`config.mk`:
```
export PLATFORM = sky130hd
export DESIGN_NAME = stlb_tag_top
export DESIGN_NICKNAME = d
export VERILOG_FILES = /design/src/hdl/stlb_pkg.sv /design/src/hdl/stlb_ram_macro.sv /design/src/hdl/stlb_tag_check.sv /design/src/hdl/stlb_tag_ecc_ram.sv /design/src/hdl/stlb_tag_req.sv /design/src/hdl/stlb_tag_top.sv
export SDC_FILE = /design/constraint.sdc
export NUM_CORES = 1
export LEC_CHECK = 0
export BUFFER_PORTS_ARGS = -buffer_cell sky130_fd_sc_hd__buf_4
export CAP_MARGIN = 20
export CORE_MARGIN = 2
export CORE_UTILIZATION = 40
export CTS_CLUSTER_SIZE = 10
export DETAILED_ROUTE_END_ITERATION = 10
export GPL_TIMING_DRIVEN = 0
export SLEW_MARGIN = 20
export SYNTH_ARGS = -nofsm -noshare
export SYNTH_HDL_FRONTEND = slang
export SYNTH_HIERARCHICAL = 1
export SYNTH_SLANG_ARGS = --single-unit
export TNS_END_PERCENT = 30
```
`constraint.sdc`:
```
create_clock -name clk -period 9.05 [get_ports clk]
set_input_delay 0.4525 -clock clk [delete_from_list [all_inputs] [get_ports clk]]
set_output_delay 0.4525 -clock clk [all_outputs]
set_load 0.05 [all_outputs]
```
`src/hdl/stlb_pkg.sv`:
```
// TLB tag array widths, entry and request structs, SECDED encode and syndrome functions
`default_nettype none

package stlb_pkg;

	localparam int STLB_TAG_RAM_AW = 3;
	localparam int STLB_TAG_DW     = 32;
	localparam int STLB_TAG_ECC_W  = 7;
	localparam int STLB_TAG_RAM_DW = STLB_TAG_DW + STLB_TAG_ECC_W;
	localparam int STLB_MACRO_AW   = 3;  // 8 x 39 macro
	localparam int STLB_MACRO_DW   = 39;

	typedef struct packed {
		logic [19:0] vpn_tag;
		logic [8:0]  asid;
		logic        valid;
		logic        glb;      // Global page, ignores asid
		logic        pgsz;
	} tag_entry_t;

	typedef struct packed {
		logic [19:0] vpn_tag;
		logic [8:0]  asid;
	} lookup_key_t;

	typedef struct packed {
		logic                       vld;
		logic [STLB_TAG_RAM_AW-1:0] idx;
		lookup_key_t                key;
	} tag_req_t;

	typedef struct packed {
		logic                       hit;
		logic                       ecc_single;
		logic                       ecc_double;
		logic [STLB_TAG_RAM_AW-1:0] idx;
		tag_entry_t                 entry;
	} tag_result_t;

	// Hamming code positions 1..38 in bits 37:0, overall parity in bit 38
	function automatic logic [STLB_TAG_RAM_DW-1:0] ecc_encode(input logic [STLB_TAG_DW-1:0] data);
		logic [STLB_TAG_RAM_DW-1:0] code;
		logic par;
		int d;
		code = '0;
		d = 0;
		for (int p = 1; p < STLB_TAG_RAM_DW; p++) begin
			if ((p & (p - 1)) != 0) begin  // Not a check position
				code[p-1] = data[d];
				d++;
			end
		end
		for (int k = 0; k < STLB_TAG_ECC_W - 1; k++) begin
			par = 1'b0;
			for (int p = 1; p < STLB_TAG_RAM_DW; p++) begin
				if (p[k])
					par ^= code[p-1];
			end
			code[(1 << k) - 1] = par;
		end
		code[STLB_TAG_RAM_DW-1] = ^code[STLB_TAG_RAM_DW-2:0];
		return code;
	endfunction

	// Bit 6 is the overall parity error, bits 5:0 the failing code position
	function automatic logic [STLB_TAG_ECC_W-1:0] ecc_syndrome(input logic [STLB_TAG_RAM_DW-1:0] code);
		logic [STLB_TAG_ECC_W-2:0] ham;
		ham = '0;
		for (int p = 1; p < STLB_TAG_RAM_DW; p++) begin
			if (code[p-1])
				ham ^= p[STLB_TAG_ECC_W-2:0];
		end
		return {^code, ham};
	endfunction

endpackage

`default_nettype wire

```
`src/hdl/stlb_ram_macro.sv`:
```
// Behavioral single-port synchronous RAM with registered read
`default_nettype none

module stlb_ram_macro #(
	parameter int AW = stlb_pkg::STLB_MACRO_AW,
	parameter int DW = stlb_pkg::STLB_MACRO_DW
) (
	input  logic          clk,
	input  logic          en,
	input  logic          we,
	input  logic [AW-1:0] addr,
	input  logic [DW-1:0] din,
	output logic [DW-1:0] dout
);

	logic [DW-1:0] mem [0:(1 << AW) - 1];

	always_ff @(posedge clk) begin
		if (en) begin
			if (we) begin
				mem[addr] <= din;
			end else begin
				dout <= mem[addr];  // Holds last read otherwise
			end
		end
	end

endmodule

`default_nettype wire

```
`src/hdl/stlb_tag_check.sv`:
```
// TLB tag check side: SECDED correction, tag compare and registered result
`default_nettype none

module stlb_tag_check (
	input  logic                                clk,
	input  logic                                rst_n,
	input  stlb_pkg::tag_req_t                  pend,
	input  logic [stlb_pkg::STLB_TAG_RAM_DW-1:0] stlb_rdata,
	output logic                                result_valid,
	output stlb_pkg::tag_result_t               result
);

	import stlb_pkg::*;

	logic [STLB_TAG_ECC_W-1:0]  syn;
	logic [STLB_TAG_ECC_W-2:0]  ham;
	logic                       par_err;
	logic                       sng_err;
	logic                       dbl_err;
	logic [STLB_TAG_RAM_DW-1:0] flip;
	logic [STLB_TAG_RAM_DW-1:0] fixed;
	tag_entry_t                 entry;
	logic                       hit;

	// Pull the data bits back out of code order
	function automatic tag_entry_t ecc_extract(input logic [STLB_TAG_RAM_DW-1:0] code);
		logic [STLB_TAG_DW-1:0] data;
		int d;
		data = '0;
		d = 0;
		for (int p = 1; p < STLB_TAG_RAM_DW; p++) begin
			if ((p & (p - 1)) != 0) begin
				data[d] = code[p-1];
				d++;
			end
		end
		return tag_entry_t'(data);
	endfunction

	assign syn     = ecc_syndrome(stlb_rdata);
	assign ham     = syn[STLB_TAG_ECC_W-2:0];
	assign par_err = syn[STLB_TAG_ECC_W-1];

	// Odd number of flips is treated as one, even and nonzero as two
	assign sng_err = par_err;
	assign dbl_err = (ham != '0) && !par_err;

	// Parity-only error leaves the Hamming part untouched
	assign flip  = (par_err && ham != '0) ?
		(STLB_TAG_RAM_DW'(1) << (ham - 1'b1)) : '0;
	assign fixed = stlb_rdata ^ flip;
	assign entry = ecc_extract(fixed);

	assign hit = entry.valid &&
		(entry.vpn_tag == pend.key.vpn_tag) &&
		(entry.glb || entry.asid == pend.key.asid) &&
		!dbl_err;

	always_ff @(posedge clk or negedge rst_n) begin
		if (!rst_n) begin
			result_valid <= 1'b0;
		end else begin
			result_valid <= pend.vld;
		end
	end

	always_ff @(posedge clk) begin
		if (pend.vld) begin
			result.hit        <= hit;
			result.ecc_single <= sng_err;
			result.ecc_double <= dbl_err;
			result.idx        <= pend.idx;
			result.entry      <= entry;
		end
	end

	// Corrected word keeps at most the parity flag
	a_sng_fixed: assert property (
		@(posedge clk) disable iff (!rst_n)
		pend.vld && sng_err |-> ecc_syndrome(fixed) inside {7'h00, 7'h40}
	) else $error("single error left a residual syndrome after correction");

endmodule

`default_nettype wire

```
`src/hdl/stlb_tag_ecc_ram.sv`:
```
// TLB tag RAM wrapper padding address and data to the macro size
`default_nettype none

module stlb_tag_ecc_ram (
	input  logic                                clk,
	input  logic                                stlb_cs,
	input  logic                                stlb_we,
	input  logic [stlb_pkg::STLB_TAG_RAM_AW-1:0] stlb_addr,
	input  logic [stlb_pkg::STLB_TAG_RAM_DW-1:0] stlb_wdata,
	output logic [stlb_pkg::STLB_TAG_RAM_DW-1:0] stlb_rdata,
	input  logic                                stlb_ctrl_in,
	output logic                                stlb_ctrl_out
);

	import stlb_pkg::*;

	logic [STLB_MACRO_AW-1:0] ram_addr;
	logic [STLB_MACRO_DW-1:0] ram_wdata;
	logic [STLB_MACRO_DW-1:0] ram_rdata;
	logic                     unused_ctrl_in;

	if (STLB_TAG_RAM_AW > STLB_MACRO_AW || STLB_TAG_RAM_DW > STLB_MACRO_DW) begin : gen_size_chk
		$error("Tag array does not fit the RAM macro");
	end

	assign ram_addr  = STLB_MACRO_AW'(stlb_addr);   // Zero extend
	assign ram_wdata = STLB_MACRO_DW'(stlb_wdata);

	stlb_ram_macro #(
		.AW (STLB_MACRO_AW),
		.DW (STLB_MACRO_DW)
	) u_macro (
		.clk  (clk),
		.en   (stlb_cs),
		.we   (stlb_we),
		.addr (ram_addr),
		.din  (ram_wdata),
		.dout (ram_rdata)
	);

	assign stlb_rdata = ram_rdata[STLB_TAG_RAM_DW-1:0];

	// Macro test pins not used in this design
	assign unused_ctrl_in = |stlb_ctrl_in;
	assign stlb_ctrl_out  = 1'b0;

	a_addr_known: assert property (
		@(posedge clk) stlb_cs |-> !$isunknown(stlb_addr)
	) else $error("stlb_addr unknown with stlb_cs high");

endmodule

`default_nettype wire

```
`src/hdl/stlb_tag_req.sv`:
```
// TLB tag request side: fill/lookup arbitration, ECC encode, fault injection, lookup pipeline
`default_nettype none

module stlb_tag_req (
	input  logic                                clk,
	input  logic                                rst_n,
	input  logic                                fill,
	input  logic [stlb_pkg::STLB_TAG_RAM_AW-1:0] fill_idx,
	input  stlb_pkg::tag_entry_t                fill_entry,
	input  logic                                lookup,
	input  logic [stlb_pkg::STLB_TAG_RAM_AW-1:0] lookup_idx,
	input  stlb_pkg::lookup_key_t               lookup_key,
	input  logic [stlb_pkg::STLB_TAG_RAM_DW-1:0] inj_mask,
	output logic                                stlb_cs,
	output logic                                stlb_we,
	output logic [stlb_pkg::STLB_TAG_RAM_AW-1:0] stlb_addr,
	output logic [stlb_pkg::STLB_TAG_RAM_DW-1:0] stlb_wdata,
	output stlb_pkg::tag_req_t                  pend
);

	import stlb_pkg::*;

	logic                       rd_issue;
	logic                       pend_vld;
	logic [STLB_TAG_RAM_AW-1:0] pend_idx;
	lookup_key_t                pend_key;

	// Fill has priority, a colliding lookup is dropped
	assign rd_issue = lookup & ~fill;

	assign stlb_cs    = fill | lookup;
	assign stlb_we    = fill;
	assign stlb_addr  = fill ? fill_idx : lookup_idx;
	assign stlb_wdata = ecc_encode(fill_entry) ^ inj_mask;  // Mask is zero in normal use

	always_ff @(posedge clk or negedge rst_n) begin
		if (!rst_n) begin
			pend_vld <= 1'b0;
		end else begin
			pend_vld <= rd_issue;
		end
	end

	// Key rides alongside the RAM read
	always_ff @(posedge clk) begin
		if (rd_issue) begin
			pend_idx <= lookup_idx;
			pend_key <= lookup_key;
		end
	end

	assign pend = '{vld: pend_vld, idx: pend_idx, key: pend_key};

	a_fill_known: assert property (
		@(posedge clk) disable iff (!rst_n) !$isunknown({fill, fill_idx})
	) else $error("fill or fill_idx unknown");

endmodule

`default_nettype wire

```
`src/hdl/stlb_tag_top.sv`:
```
// TLB tag array top: request side, tag RAM wrapper and check side
`default_nettype none

module stlb_tag_top (
	input  logic                                clk,
	input  logic                                rst_n,
	input  logic                                fill,
	input  logic [stlb_pkg::STLB_TAG_RAM_AW-1:0] fill_idx,
	input  stlb_pkg::tag_entry_t                fill_entry,
	input  logic                                lookup,
	input  logic [stlb_pkg::STLB_TAG_RAM_AW-1:0] lookup_idx,
	input  stlb_pkg::lookup_key_t               lookup_key,
	input  logic [stlb_pkg::STLB_TAG_RAM_DW-1:0] inj_mask,
	output logic                                result_valid,
	output stlb_pkg::tag_result_t               result
);

	import stlb_pkg::*;

	logic                       stlb_cs;
	logic                       stlb_we;
	logic [STLB_TAG_RAM_AW-1:0] stlb_addr;
	logic [STLB_TAG_RAM_DW-1:0] stlb_wdata;
	logic [STLB_TAG_RAM_DW-1:0] stlb_rdata;
	tag_req_t                   pend;

	stlb_tag_req u_req (
		.clk        (clk),
		.rst_n      (rst_n),
		.fill       (fill),
		.fill_idx   (fill_idx),
		.fill_entry (fill_entry),
		.lookup     (lookup),
		.lookup_idx (lookup_idx),
		.lookup_key (lookup_key),
		.inj_mask   (inj_mask),
		.stlb_cs    (stlb_cs),
		.stlb_we    (stlb_we),
		.stlb_addr  (stlb_addr),
		.stlb_wdata (stlb_wdata),
		.pend       (pend)
	);

	stlb_tag_ecc_ram u_ram (
		.clk           (clk),
		.stlb_cs       (stlb_cs),
		.stlb_we       (stlb_we),
		.stlb_addr     (stlb_addr),
		.stlb_wdata    (stlb_wdata),
		.stlb_rdata    (stlb_rdata),
		.stlb_ctrl_in  (1'b0),  // Test pins idle
		.stlb_ctrl_out ()
	);

	stlb_tag_check u_check (
		.clk          (clk),
		.rst_n        (rst_n),
		.pend         (pend),
		.stlb_rdata   (stlb_rdata),
		.result_valid (result_valid),
		.result       (result)
	);

endmodule

`default_nettype wire

```
==> results of run 1 <==
through the flow:
step           worst slack (ns)  hold slack, ns  power (mW)
2_1_floorplan              4.52           0.157        3.65
3_3_place_gp              0.973           0.241        4.17
3_5_place_dp               4.69           0.242        4.19
4_1_cts                    4.68         0.00854        5.93
5_1_grt                    4.48          0.0200        6.12
6_report                   4.69          0.0467        5.87
area by class of cell:
class,count,area [sq um],area share [%]
Clock buffer,54,1270,5.70
Clock inverter,7,82.6,0.372
Multi-Input combinational cell,492,5630,25.4
Buffer,38,243,1.09
Inverter,5,18.8,0.0845
Timing Repair Buffer,174,1520,6.85
Sequential cell,423,12700,57.2
Tap cell,600,751,3.38
repair_timing:
item / CTS / global route
hold endpoints to repair: 2 / 0
gates resized for setup: 0 / 0
hold buffers: 1 / 0
per-layer routing:
metal / global-route usage, % / vias up / wire (um)
li1: - / 4179 / -
met1: 24.6 / 4740 / 18600
met2: 30.5 / 260 / 21000
met3: 2.95 / 62 / 2090
met4: 6.22 / 0 / 1130
met5: 0 / - / 0
state kept, by name, summed over array words and instances, names as in the netlist:
| register | cells |
|---|---|
| u_ram/u_macro/mem | 312 |
| u_req/pend_idx | 3 |
| u_ram/u_macro/dout | 39 |
| u_req/pend | 29 |
| u_req/pend_vld | 1 |
| u_check/result | 38 |
| u_check/result_valid | 1 |
power groups by stage:
stage,sequential (mW),clock (mW),combinational (mW)
floorplan,2.57,0,1.08
global placement,2.52,0,1.65
detailed placement,2.52,0,1.67
CTS,2.48,1.77,1.67
global route,2.49,1.85,1.78
finish,2.48,1.73,1.66
path summary, 6_finish.rpt:
path	endpoint	slack, ns	startpoint	cells after the start
worst max-delay path	u_check/result[37]$_DFFE_PP_	4.69	u_ram/u_macro/dout[29]$_DFFE_PP_	12
worst min-delay path	u_req/pend[8]$_DFFE_PP_	0.05	lookup_key[8]	1
worst max register to register	u_check/result[37]$_DFFE_PP_	4.69	u_ram/u_macro/dout[29]$_DFFE_PP_	12
worst min register to register	u_check/result[33]$_DFFE_PP_	0.43	u_req/pend_idx[1]$_DFFE_PP_	0
max in group asynchronous	u_req/pend_vld$_DFF_PN0_	8.76	rst_n	2
min in group asynchronous	u_check/result_valid$_DFF_PN0_	0.20	rst_n	2
==> impl_metrics.tcl, run 1 <==
set metrics [dict create \
    cts_tree "yes" \
    worstPathCellList "buf_2 -> xnor2_2 -> xnor3_2 -> xnor2_2 -> xnor2_2 -> nor4_1 -> xnor2_1 -> nor2_1 -> mux2_2 -> a2111oi_0 -> o2111ai_1 -> nor4_2" \
    place_congestion 0.909 \
    clock.fmax_ghz 0.230 \
    fill_cells 3822 \
    nets 1293 \
    dieArea_sq_um 48000 \
    tightest_slew_ns 0.925 \
    grt_pass1_vias 9452 \
    num_vias 9241 \
    vdd_ir_drop_max_mv 0.254 \
    final_antenna_net_count 0 \
    cp_max_fo 10 \
    critical_path.most_common_cell "xnor2_2" \
    drtIter0Drc 633 \
    avgSynthCellArea_sq_um 19.3 \
    vias_per_cell 5.15 \
    final_common_cell "edfxtp_1" \
    final_cell_mix "edfxtp_1 (421), buf_4 (164), xnor2_1 (98)" \
    grt_usage_pct 18.3 \
    hpwl_um 30500 \
    critPathMaxStageDelay_ns 0.79 \
    fin_crit_ns 4.36 \
    numCtsBuffers 49 \
    syn-num-nets 1068 \
    power_frac_seq_pct 42.2 \
    crit_type "flop to flop" \
    finalCritPeriodShare_pct 48.1 \
    placed_area_sq_um 20800 \
    fin_cells 1793 \
    power_frac_clock_pct 29.4 \
    hold_path.class "input pin to flop" \
    setup_viol 0 \
    outcome "finished, final reports clean" \
    syn_to_final_growth_pct 19.9 \
    slew_violations 0 \
    wire_per_inst_um 23.9 \
    rows 78 \
    slew_headroom_pct 38.4 \
    portBuffers 148 \
    startpoint_type "flop" \
    dp_cells 1731 \
    drc_errors 0 \
    netlist_area_sq_um 18500 \
    endpoint_kind "flop" \
    combPwrFrac_pct 28.3 \
    clock_latency_ns 0.59 \
    diodes 0 \
    setup_tns_ns 0 \
    worst_path_max_delay_cell "nor4_1" \
    path_delay_family "XOR/XNOR gates" \
    cts_setup_buffers 0 \
    p_sw_share_pct 30.5 \
    worst-path-buf-inv 1 \
    root_buffer "clkbuf_16" \
    h-tree-depth 2 \
    crit_arrival_ns 4.75 \
    start_util_pct 40.6 \
    path_clk_slew_ns 0.05 \
    grt_max_degree 40 \
    intPower_mw 4.08 \
    worstPathRequired_ns 9.44 \
    leakage_nw 7.63 \
    drive_above_1_share_pct 34.4 \
    clock-skew-final_ns 0.0212 \
    fin_util_pct 48.7 \
    power_density_nw_per_um2 264 \
    dieHeight_um 219 \
    cts_num_sinks 423 \
    p_switching_mw 1.79 \
    hold_violations 0 \
    cap_viol_max_count 0 \
    die_w_um 219 \
    grt.overflow.total 0 \
    grt_pass1_wl_um 63000 \
    clk_path_buf_depth 3 \
    drtPass1Iterations 5 \
    syn_inst 958 \
    ys.warnings.count 6 \
    fp.coreArea_sq_um 45600 \
    grt_setup_unrepaired "no" \
    grt_antenna_before_repair 0 \
    io_pins 149 \
    fin_area_sq_um 22200 \
    routed_wl_um 42800 \
]
Note: power is estimated with default switching activity, not from simulation.
==> run 2: changes to the inputs <==
==> constraint.sdc (replaced) <==
create_clock -name clk -period 4.2 [get_ports clk]
set_input_delay 0.21 -clock clk [delete_from_list [all_inputs] [get_ports clk]]
set_output_delay 0.21 -clock clk [all_outputs]
set_load 0.05 [all_outputs]
==> impl_metrics.tcl, run 2 (synthesis gave the netlist of run 1 again) <==
set metrics [dict create \
    fin_util_pct 50.0 \
    regMostFlops "u_ram/u_macro/mem" \
    fin_cells 1834 \
    numCtsBuffers 49 \
    grt_max_degree 40 \
    fp.coreArea_sq_um 45600 \
    slew_violations 0 \
    hold_end "u_ram/u_macro/mem[3][12]$_DFFE_PP_" \
    use_met2_pct 31.0 \
    drc_errors 0 \
    vias_per_cell 5.07 \
    dp_cells 1729 \
    hold_path.class "input pin to flop" \
    routed_wl_um 42800 \
    slew_headroom_pct 40.2 \
    outcome "finished, final reports clean" \
    grt_usage_pct 18.5 \
    drtIter0Drc 536 \
    place_congestion 0.962 \
    finalCritPeriodShare_pct 94.8 \
    largest_reg_flops 312 \
    dieHeight_um 219 \
    clock.fmax_ghz 0.251 \
    power_density_nw_per_um2 568 \
    worstHoldStart "inj_mask[12]" \
    final_cell_mix "edfxtp_1 (421), buf_4 (159), xnor2_1 (95)" \
    dieArea_sq_um 48000 \
    fin_crit_ns 3.98 \
    r2r_cells 13 \
    clock-skew-final_ns 0.0195 \
    setup_viol 0 \
    clk_path_buf_depth 3 \
    crit_arrival_ns 4.38 \
    top_usage_layer "met2" \
    path_clk_slew_ns 0.05 \
    worstPathRequired_ns 4.60 \
    r2r-end "u_check/result[37]$_DFFE_PP_" \
    final_antenna_net_count 0 \
    grt_setup_unrepaired "no" \
    grt.overflow.total 0 \
    cp_max_fo 8 \
    crit_type "flop to flop" \
    r2r-start "u_ram/u_macro/dout[30]$_DFFE_PP_" \
    drtPass1Iterations 5 \
    hold_violations 0 \
    vdd_ir_drop_max_mv 0.639 \
    largest_registers "u_ram/u_macro/mem (312), u_ram/u_macro/dout (39), u_check/result (38)" \
    num_vias 9291 \
    startpoint_type "flop" \
    diodes 0 \
    portBuffers 148 \
    rows 78 \
    h-tree-depth 2 \
    leakage_nw 7.86 \
    hpwl_um 30600 \
    start_util_pct 40.6 \
    io_pins 149 \
    grt_use_met3_pct 2.62 \
    use_met1_pct 24.9 \
    final_common_cell "edfxtp_1" \
    wire_per_inst_um 23.3 \
    clock_latency_ns 0.59 \
    cts_tree "yes" \
    grt_pass1_vias 9585 \
    tightest_slew_ns 0.891 \
    nets 1328 \
    cts_num_sinks 423 \
    hold_path_depth 2 \
    endpoint_kind "flop" \
    cap_viol_max_count 0 \
    grt_antenna_before_repair 1 \
    grt_pass1_wl_um 63500 \
    die_w_um 219 \
    drive_above_1_share_pct 34.4 \
    root_buffer "clkbuf_16" \
    setup_tns_ns 0 \
    syn_to_final_growth_pct 23.1 \
    reg2reg_slack_ns 0.22 \
]
==> run 2: cell count changes in the layout (fill, tap and decap cells not counted), sizes merged <==
cell	before	now
clkinv	5	2
bufinv	1	2
dlygate4sd3	1	35
buf	194	195
clkbuf	71	79
==> run 2: timing repair <==
action,CTS,global route
setup endpoints to repair,1,1
resized for setup,4,13
hold buffers,35,0
pin swaps,0,2
setup buffers,0,3
hold endpoints to repair,39,0
==> run 2: worst max-delay path, cell delays in order, from the launching register on <==
cell and delay [ns]:
edfxtp_1 0.35, buf_4 0.18, xor2_2 0.19, xnor3_1 0.55, xnor2_2 0.31, xnor2_4 0.16
or2_2 0.31, clkbuf_1 0.19, nor3_1 0.24, xor2_1 0.29, xor2_1 0.11, a2111oi_0 0.45
o2111ai_1 0.27, nor4_2 0.20
==> run 2: how the worst max path moves through the flow <==
stage	to	cells after the start	slack, ns	startpoint
3_5_place_dp	u_check/result[37]$_DFFE_PP_	12	-0.26	u_ram/u_macro/dout[29]$_DFFE_PP_
2_1_floorplan	u_ram/u_macro/mem[4][0]$_DFFE_PP_	5	-0.05	fill
4_1_cts	u_check/result[37]$_DFFE_PP_	11	0.04	u_ram/u_macro/dout[9]$_DFFE_PP_
5_1_grt	u_check/result[37]$_DFFE_PP_	12	0.001	u_ram/u_macro/dout[30]$_DFFE_PP_
3_3_place_gp	u_ram/u_macro/mem[4][4]$_DFFE_PP_	6	-3.34	fill
6_report	u_check/result[37]$_DFFE_PP_	13	0.22	u_ram/u_macro/dout[30]$_DFFE_PP_
==> run 2: metal layers <==
layer | vias up | part of all wire [%]
met1 | 4711 | 44
met4 | 0 | 2.3
met5 | - | 0
li1 | 4269 | -
met2 | 246 | 50
met3 | 65 | 3.9
==> run 2: layout make-up <==
class                           instances  area (sq um)
Fill cell                            3693         22800
Inverter                                5          18.8
Buffer                                 38           243
Sequential cell                       423         12700
Tap cell                              600           751
Clock inverter                          5           100
Timing Repair Buffer                  209          1930
Clock buffer                           62          1310
Multi-Input combinational cell        492          5740
==> run 2: metrics by stage <==
stage                     hold WS (ns)  area, sq um  setup slack [ns]  total power [mW]
after floorplan                -0.0856        18500           -0.0454              7.87
after global placement        0.000156        20400             -3.34              8.97
after detailed placement      0.000797        20900            -0.261              9.00
after CTS                       0.0241        22700            0.0388              13.0
after global routing            0.0588        22800           0.00141              13.5
final                           0.0438        22800             0.219              12.9
==> run 2: power by group <==
| part | internal (mW) | total [mW] | switching (mW) | leakage [nW] |
|---|---|---|---|---|
| registers | 5.24 | 5.35 | 0.107 | 3.88 |
| clock network | 2.28 | 3.82 | 1.55 | 0.683 |
| logic | 1.48 | 3.77 | 2.29 | 3.29 |
